$ cat config.mk
export PLATFORM = sky130hd
export DESIGN_NAME = shifter_pipe
export DESIGN_NICKNAME = d
export VERILOG_FILES = /design/src/hdl/shifter_pkg.sv /design/src/hdl/reg_file.sv /design/src/hdl/operand_decode.sv /design/src/hdl/shift_execute.sv /design/src/hdl/shifter_pipe.sv
export VERILOG_INCLUDE_DIRS = /design/src /design/src/hdl
export SDC_FILE = /design/constraint.sdc
export NUM_CORES = 2
export LEC_CHECK = 0
export ABC_AREA = 1
export BUFFER_PORTS_ARGS = -buffer_cell sky130_fd_sc_hd__buf_2
export CAP_MARGIN = 0
export CORE_UTILIZATION = 57
export CTS_CLUSTER_DIAMETER = 200
export CTS_CLUSTER_SIZE = 28
export DETAILED_ROUTE_END_ITERATION = 10
export PLACE_DENSITY_LB_ADDON = 0.3
export SLEW_MARGIN = 20
export SYNTH_ARGS = -nofsm -noshare
export SYNTH_HDL_FRONTEND = slang
export SYNTH_SLANG_ARGS = --single-unit
$ cat constraint.sdc
create_clock -name clk -period 32.6 [get_ports clk]
set_clock_uncertainty 0.15 [all_clocks]
set_input_delay 3.26 -clock clk [delete_from_list [all_inputs] [get_ports clk]]
set_output_delay 3.26 -clock clk [all_outputs]
set_load 0.02 [all_outputs]
$ cat src/hdl/shifter_cfg.svh
`ifndef SHIFTER_CFG_SVH
`define SHIFTER_CFG_SVH

// datapath widths
`define SHP_DATA_W 32
`define SHP_REG_ADDR_W 4
`define SHP_AMOUNT_W 8

// register file layout
`define SHP_NUM_STORED_REGS 15
`define SHP_PC_REG 4'd15

// program counter behaviour
`define SHP_PC_STEP 32'd4
`define SHP_PC_READ_OFFSET 32'd8

// op field value for data processing
`define SHP_OP_DP 2'b00

`endif

$ cat src/hdl/shifter_pkg.sv
`default_nettype none
`include "shifter_cfg.svh"

package shifter_pkg;

    typedef logic [`SHP_DATA_W-1:0] word_t;
    typedef logic [`SHP_REG_ADDR_W-1:0] reg_addr_t;

    typedef enum logic [1:0] {
        lsl = 2'b00,
        lsr = 2'b01,
        asr = 2'b10,
        ror = 2'b11
    } shift_kind_e;

    //////////////////////////////
    // instruction word views

    // register form, imm flag clear
    typedef struct packed {
        logic [3:0]  cond;
        logic [1:0]  op;
        logic        imm;
        logic [4:0]  spare;
        reg_addr_t   rn;
        reg_addr_t   rd;
        // rs lives in the top four bits when reg_amt is set
        logic [4:0]  shamt5;
        shift_kind_e kind;
        logic        reg_amt;
        reg_addr_t   rm;
    } dp_reg_t;

    // immediate form, imm flag set
    typedef struct packed {
        logic [3:0]  cond;
        logic [1:0]  op;
        logic        imm;
        // clear for imm8, set for imm12
        logic        size;
        logic [3:0]  spare;
        reg_addr_t   rn;
        reg_addr_t   rd;
        logic [11:0] imm12;
    } dp_imm_t;

    typedef union packed {
        dp_reg_t dp_reg;
        dp_imm_t dp_imm;
    } instr_u;

    //////////////////////////////
    // stage bundles

    // decode to execute
    typedef struct packed {
        logic                     valid;
        reg_addr_t                rd;
        word_t                    operand;
        logic [`SHP_AMOUNT_W-1:0] amount;
        shift_kind_e              kind;
        logic                     no_shift;
    } issue_t;

    // execute result, both forwarded and written back
    typedef struct packed {
        logic      valid;
        reg_addr_t rd;
        word_t     value;
    } result_t;

endpackage

`default_nettype wire

$ cat src/hdl/reg_file.sv
`timescale 1ns/1ns
`default_nettype none
`include "shifter_cfg.svh"

module reg_file (
    input  wire logic                   clk,
    input  wire logic                   reset,
    input  wire shifter_pkg::reg_addr_t ra_m,
    input  wire shifter_pkg::reg_addr_t ra_s,
    output shifter_pkg::word_t          rdata_m,
    output shifter_pkg::word_t          rdata_s,
    input  wire shifter_pkg::result_t   wb
);

    // r0 to r14, r15 is synthesized in decode
    shifter_pkg::word_t regs [`SHP_NUM_STORED_REGS];

    logic write_en;

    // writes to r15 are reported upstream but dropped here
    assign write_en = wb.valid && (wb.rd < `SHP_PC_REG);

    //////////////////////////////
    // write port

    always_ff @(posedge clk or posedge reset) begin
        if (reset) begin
            for (int i = 0; i < `SHP_NUM_STORED_REGS; i++) begin
                regs[i] <= '0;
            end
        end else if (write_en) begin
            regs[wb.rd] <= wb.value;
        end
    end

    //////////////////////////////
    // read ports

    // asynchronous, same-cycle data
    assign rdata_m = regs[ra_m];
    assign rdata_s = regs[ra_s];

endmodule

`default_nettype wire

$ cat src/hdl/operand_decode.sv
`timescale 1ns/1ns
`default_nettype none
`include "shifter_cfg.svh"

module operand_decode (
    input  wire logic                 clk,
    input  wire logic                 reset,
    input  wire logic                 instr_valid,
    input  wire shifter_pkg::instr_u  instr,
    input  wire shifter_pkg::result_t fwd,
    output shifter_pkg::reg_addr_t    ra_m,
    output shifter_pkg::reg_addr_t    ra_s,
    input  wire shifter_pkg::word_t   rdata_m,
    input  wire shifter_pkg::word_t   rdata_s,
    output shifter_pkg::issue_t       issue
);

    logic                   accept;
    logic                   d_valid;
    shifter_pkg::instr_u    d_instr;
    shifter_pkg::word_t     d_pc;
    shifter_pkg::word_t     pc_cnt;
    shifter_pkg::word_t     pc_plus8;
    shifter_pkg::dp_reg_t   r_view;
    shifter_pkg::dp_imm_t   i_view;
    shifter_pkg::reg_addr_t rs_addr;
    shifter_pkg::word_t     val_m;
    shifter_pkg::word_t     val_s;

    // r15 first, then the execute result in flight, then the stored value
    function automatic shifter_pkg::word_t read_src(
        input shifter_pkg::reg_addr_t addr,
        input shifter_pkg::word_t     rdata,
        input shifter_pkg::word_t     pc_val,
        input shifter_pkg::result_t   bypass
    );
        shifter_pkg::word_t val;
        if (addr == `SHP_PC_REG) begin
            val = pc_val;
        end else if (bypass.valid && (bypass.rd == addr)) begin
            val = bypass.value;
        end else begin
            val = rdata;
        end
        return val;
    endfunction

    //////////////////////////////
    // instruction latch

    // other op values are dropped here and never reach the counter
    assign accept = instr_valid && (instr.dp_reg.op == `SHP_OP_DP);

    always_ff @(posedge clk or posedge reset) begin
        if (reset) begin
            d_valid <= 1'b0;
            pc_cnt  <= '0;
        end else begin
            d_valid <= accept;
            if (accept) begin
                pc_cnt <= pc_cnt + `SHP_PC_STEP;
            end
        end
    end

    always_ff @(posedge clk) begin
        if (accept) begin
            d_instr <= instr;
            d_pc    <= pc_cnt;
        end
    end

    //////////////////////////////
    // operand reads

    assign r_view   = d_instr.dp_reg;
    assign i_view   = d_instr.dp_imm;
    assign pc_plus8 = d_pc + `SHP_PC_READ_OFFSET;
    assign rs_addr  = r_view.shamt5[4:1];

    // keep r15 away from the stored array
    assign ra_m = (r_view.rm == `SHP_PC_REG) ? '0 : r_view.rm;
    assign ra_s = (rs_addr == `SHP_PC_REG) ? '0 : rs_addr;

    assign val_m = read_src(r_view.rm, rdata_m, pc_plus8, fwd);
    assign val_s = read_src(rs_addr, rdata_s, pc_plus8, fwd);

    // issue bundle, view picked by the imm flag
    always_comb begin
        issue.valid = d_valid;
        issue.rd    = r_view.rd;
        if (r_view.imm) begin
            if (i_view.size) begin
                issue.operand = {{(`SHP_DATA_W-12){1'b0}}, i_view.imm12};
            end else begin
                issue.operand = {{(`SHP_DATA_W-8){1'b0}}, i_view.imm12[7:0]};
            end
            issue.amount   = '0;
            issue.kind     = shifter_pkg::lsl;
            issue.no_shift = 1'b1;
        end else begin
            issue.operand = val_m;
            if (r_view.reg_amt) begin
                issue.amount = val_s[`SHP_AMOUNT_W-1:0];
            end else begin
                issue.amount = {{(`SHP_AMOUNT_W-5){1'b0}}, r_view.shamt5};
            end
            issue.kind     = r_view.kind;
            issue.no_shift = 1'b0;
        end
    end

endmodule

`default_nettype wire

$ cat src/hdl/shift_execute.sv
`timescale 1ns/1ns
`default_nettype none
`include "shifter_cfg.svh"

module shift_execute (
    input  wire logic                clk,
    input  wire logic                reset,
    input  wire shifter_pkg::issue_t issue,
    output shifter_pkg::result_t     fwd,
    output shifter_pkg::result_t     wb
);

    localparam int SHIFT_W = $clog2(`SHP_DATA_W);

    logic                   e_valid;
    shifter_pkg::issue_t    e_item;
    shifter_pkg::word_t     shifted;
    logic                   wb_valid;
    shifter_pkg::reg_addr_t wb_rd;
    shifter_pkg::word_t     wb_value;

    // barrel shifter, amounts of 32 and up saturate except for ror
    function automatic shifter_pkg::word_t barrel(
        input shifter_pkg::word_t       operand,
        input logic [`SHP_AMOUNT_W-1:0] amount,
        input shifter_pkg::shift_kind_e kind
    );
        logic [2*`SHP_DATA_W-1:0] doubled;
        logic [SHIFT_W-1:0]       n;
        logic                     big;
        shifter_pkg::word_t       res;
        n       = amount[SHIFT_W-1:0];
        big     = |amount[`SHP_AMOUNT_W-1:SHIFT_W];
        doubled = {operand, operand} >> n;
        res     = operand;
        case (kind)
            shifter_pkg::lsl: begin
                res = big ? '0 : (operand << n);
            end
            shifter_pkg::lsr: begin
                res = big ? '0 : (operand >> n);
            end
            shifter_pkg::asr: begin
                // sign fill
                if (big) begin
                    res = {`SHP_DATA_W{operand[`SHP_DATA_W-1]}};
                end else begin
                    res = $signed(operand) >>> n;
                end
            end
            shifter_pkg::ror: begin
                // modulo 32 through the doubled word
                res = doubled[`SHP_DATA_W-1:0];
            end
            default: begin
                res = operand;
            end
        endcase
        return res;
    endfunction

    //////////////////////////////
    // execute register

    always_ff @(posedge clk or posedge reset) begin
        if (reset) begin
            e_valid <= 1'b0;
        end else begin
            e_valid <= issue.valid;
        end
    end

    always_ff @(posedge clk) begin
        e_item <= issue;
    end

    // immediates bypass the shifter
    assign shifted = e_item.no_shift ? e_item.operand
                                     : barrel(e_item.operand, e_item.amount, e_item.kind);

    // combinational result for decode forwarding
    assign fwd = '{valid: e_valid, rd: e_item.rd, value: shifted};

    //////////////////////////////
    // write-back register

    always_ff @(posedge clk or posedge reset) begin
        if (reset) begin
            wb_valid <= 1'b0;
        end else begin
            wb_valid <= e_valid;
        end
    end

    always_ff @(posedge clk) begin
        wb_rd    <= e_item.rd;
        wb_value <= shifted;
    end

    assign wb = '{valid: wb_valid, rd: wb_rd, value: wb_value};

endmodule

`default_nettype wire

$ cat src/hdl/shifter_pipe.sv
`timescale 1ns/1ns
`default_nettype none

module shifter_pipe (
    input  wire logic                clk,
    input  wire logic                reset,
    input  wire logic                instr_valid,
    input  wire shifter_pkg::instr_u instr,
    output shifter_pkg::result_t     result
);

    shifter_pkg::reg_addr_t ra_m;
    shifter_pkg::reg_addr_t ra_s;
    shifter_pkg::word_t     rdata_m;
    shifter_pkg::word_t     rdata_s;
    shifter_pkg::issue_t    issue;
    shifter_pkg::result_t   fwd;
    shifter_pkg::result_t   wb;

    // decode, operand gather and forwarding
    operand_decode i_operand_decode (
        .clk         (clk),
        .reset       (reset),
        .instr_valid (instr_valid),
        .instr       (instr),
        .fwd         (fwd),
        .ra_m        (ra_m),
        .ra_s        (ra_s),
        .rdata_m     (rdata_m),
        .rdata_s     (rdata_s),
        .issue       (issue)
    );

    // r0 to r14
    reg_file i_reg_file (
        .clk     (clk),
        .reset   (reset),
        .ra_m    (ra_m),
        .ra_s    (ra_s),
        .rdata_m (rdata_m),
        .rdata_s (rdata_s),
        .wb      (wb)
    );

    // shift and write back
    shift_execute i_shift_execute (
        .clk   (clk),
        .reset (reset),
        .issue (issue),
        .fwd   (fwd),
        .wb    (wb)
    );

    assign result = wb;

endmodule

`default_nettype wire

==> flow_summary.ini <==
[run_status]
outcome = finished with violations
violations = DRC

[worst_setup_path]
crit_chain = buf_2, inv_8, buf_12, buf_4, buf_4
worstSetupPathType = in -> async
cp-end-kind = asynchronous set/reset pin
crit_cells = 5
critPathLaunchType = primary input
worstPathArrival_ns = 6.55
reg2reg_depth = 13
critPathMaxFanout = 174
critPathRequiredTime_ns = 33.09
max_stage_delay_ns = 0.88
crit_buf_inv = 5
crit_top_cell = buf_4
cp_slowest_cell = buf_4
critical-path-top-delay-family = buffers and inverters

[pwr]
powerDensity_mw_per_mm2 = 49.6
finalPower_w = 0.00175
seqPwrFrac_pct = 55.6
netSwitchingFraction_pct = 32.6
vdd_ir_drop_max_mv = 0.0588
p_sw_w = 0.000571
intPower_w = 0.00118
pwr-share-comb_pct = 21.1
cellLeakagePower_nw = 16.3
p_clk_share_pct = 23.4

[routing]
wl_um = 112000
drt_iter0_drc = 4590
antenna_left = 0
route.detailed.drc = 6
vias = 32400
drt-pass1-iter-count = 10
via_per_inst = 6.17
wl_per_cell_um = 21.4

[clock_network]
hold_buffers = 0
post_cts_resized = 0
post-cts-setup-buffers = 0
clkTransAtPathRegs_ns = 0.10
clk_latency_ns = 0.65
cts_tree = built
htreeDepth = 1
numCtsBuffers = 26
clk_path_buf_depth = 3
cts-root-buf = clkbuf_16
cts_sinks = 644

[synthesis]
synth_area_leaders = dfrtp_1 (38%), nand2_1 (14%), nand3_1 (7.7%)
syn_nets = 4700
synth.distinct_cells = 51
synth_top_area_share_pct = 37.6
yosys.area.top_type = dfrtp_1
syn_area_mm2 = 0.0342
synth_edf_count = 48
ys_ff_latch = 644
synth_async_sr_flop_share_pct = 79.7
synth-main-ff-cell = dfrtp_1
syn_avg_cell_area_um2 = 7.33
yosysSeqAreaShare_pct = 46.6
netlist_instances = 4663
yosys_warnings = 0

[job]
max_cap_violations = 0

[timing]
slew_viol_final = 0
fin_ws_ns = 26.54
finalHoldViolations = 0
period_share_pct = 18.6
rsz0062_at_grt = false
setup_viol = 0
period_needed_ns = 6.06
tightest_slew_ns = 1.15
slew_headroom_pct = 22.2
fmax_ghz = 0.165
finalSetupTns_ns = 0

[cells_and_area]
final_util_pct = 59.7
synthToLayoutAreaGrowth_pct = 3.36
num-fill-cells = 5548
fin_nets = 4501
final_common_cell = nand2_1
drive_gt1_share_pct = 4.53
most-common-layout-cells = nand2_1 (1237), nand3_1 (524), dfrtp_1 (513)
diodes = 0
fin_area_mm2 = 0.0353

[die]
io_pins = 72
start_util_pct = 57.8
die_w_um = 247
die_area_mm2 = 0.0609
die_h_um = 247
core.rowCount = 89
core_area_mm2 = 0.0591

[global_routing]
grt_max_degree = 175
grt.overflow.total = 0
antenna_found_initial = 2
grt_pass1_vias = 29600
track_usage_pct = 36.6
grt_pass1_wl_um = 172000

[worst_hold_path]
hp-class = reg -> reg
hold_depth = 0

[place]
gp_congestion = 1.07
pre_cts_slack_ns = 25.72
dpl-instance-area_mm2 = 0.0346
dpl.hpwl_um = 67700
port_buffers = 59
-- per-stage QoR --
stage	hold WS (ns)	instances
final	0.205	5257
after detailed placement	0.183	5209
after global placement	0.174	5209
after global routing	0.223	5257
after CTS	0.206	5257
after floorplan	0.173	4663
-- metal layers --
metal  vias up  GRT usage (%)  routed length [µm]  share of wire [%]
li1      15100              -                   -                  -
met1     15200           51.5               45200                 40
met2      1825           54.1               47500                 42
met3       339           8.23               13800                 12
met4         4           16.0                5770                5.1
met5         -              0                  21              0.019
-- registers in the layout, indices dropped and copies added (netlist names) --
| signal | flops |
|---|---|
| i_operand_decode.d_valid | 1 |
| i_shift_execute.fwd | 4 |
| i_reg_file.regs | 480 |
| i_shift_execute.wb_rd | 4 |
| i_shift_execute.e_item | 43 |
| i_operand_decode.d_pc | 30 |
| i_operand_decode.pc_cnt | 30 |
| i_shift_execute.wb_value | 32 |
| i_shift_execute.wb_valid | 1 |
| i_shift_execute.e_valid | 1 |
| i_operand_decode.d_instr | 18 |
-- power groups by stage --
stage          logic (W)  registers [W]  clock network (W)
6_report        0.000369       0.000974           0.000409
5_1_grt         0.000413       0.000984           0.000439
4_1_cts         0.000361       0.000971           0.000414
3_5_place_dp    0.000359       0.000987                  0
3_3_place_gp    0.000352       0.000984                  0
2_1_floorplan   0.000265       0.000972                  0
-- layout make-up --
class	count	area, µm²	share of cell area (%)
flip-flops and latches	644	15900	45.1
multi-input cells	3368	15700	44.6
inverters	310	1180	3.33
well taps	773	967	2.74
clock buffers	48	754	2.14
repair buffers	114	737	2.09
-- cell families after synthesis --
group	after synthesis	synth area share, %
fa+ha+maj	2	0.0732
simple gates	2254	27.7
mux	1	0.0293
xor+xnor	36	0.923
flops	644	46.6
buf+inv	651	7.59
compound gates	1075	17.1
-- final timing paths --
check	startpoint	end	slack, ns
hold / removal	i_operand_decode.d_instr[15]	i_shift_execute.fwd[35]	0.20
setup / recovery	reset	i_reg_file.regs[183]	26.54
min in group asynchronous	reset	i_reg_file.regs[232]	2.60
max in group clk	i_operand_decode.d_instr[0]	i_shift_execute.e_item[42]	27.44
setup reg to reg	i_operand_decode.d_instr[0]	i_shift_execute.e_item[42]	27.44
hold reg to reg	i_operand_decode.d_instr[15]	i_shift_execute.fwd[35]	0.20
-- cell usage after synthesis, drive strengths merged (5+ instances only) --
cell type,number
nand3b,6
nor2,349
nor4,7
o221ai,40
o21ai,486
nor3,44
a21oi,386
a31oi,12
edfxtp,48
dfxtp,83
o31ai,5
nand4,32
o22ai,73
xnor2,13
a211o,7
nand2,1246
clkbuf,219
and2,20
or2,23
inv,306
o211ai,52
xor2,23
dfrtp,513
nand3,525
buf,122
(Power assumes the default switching activity.)
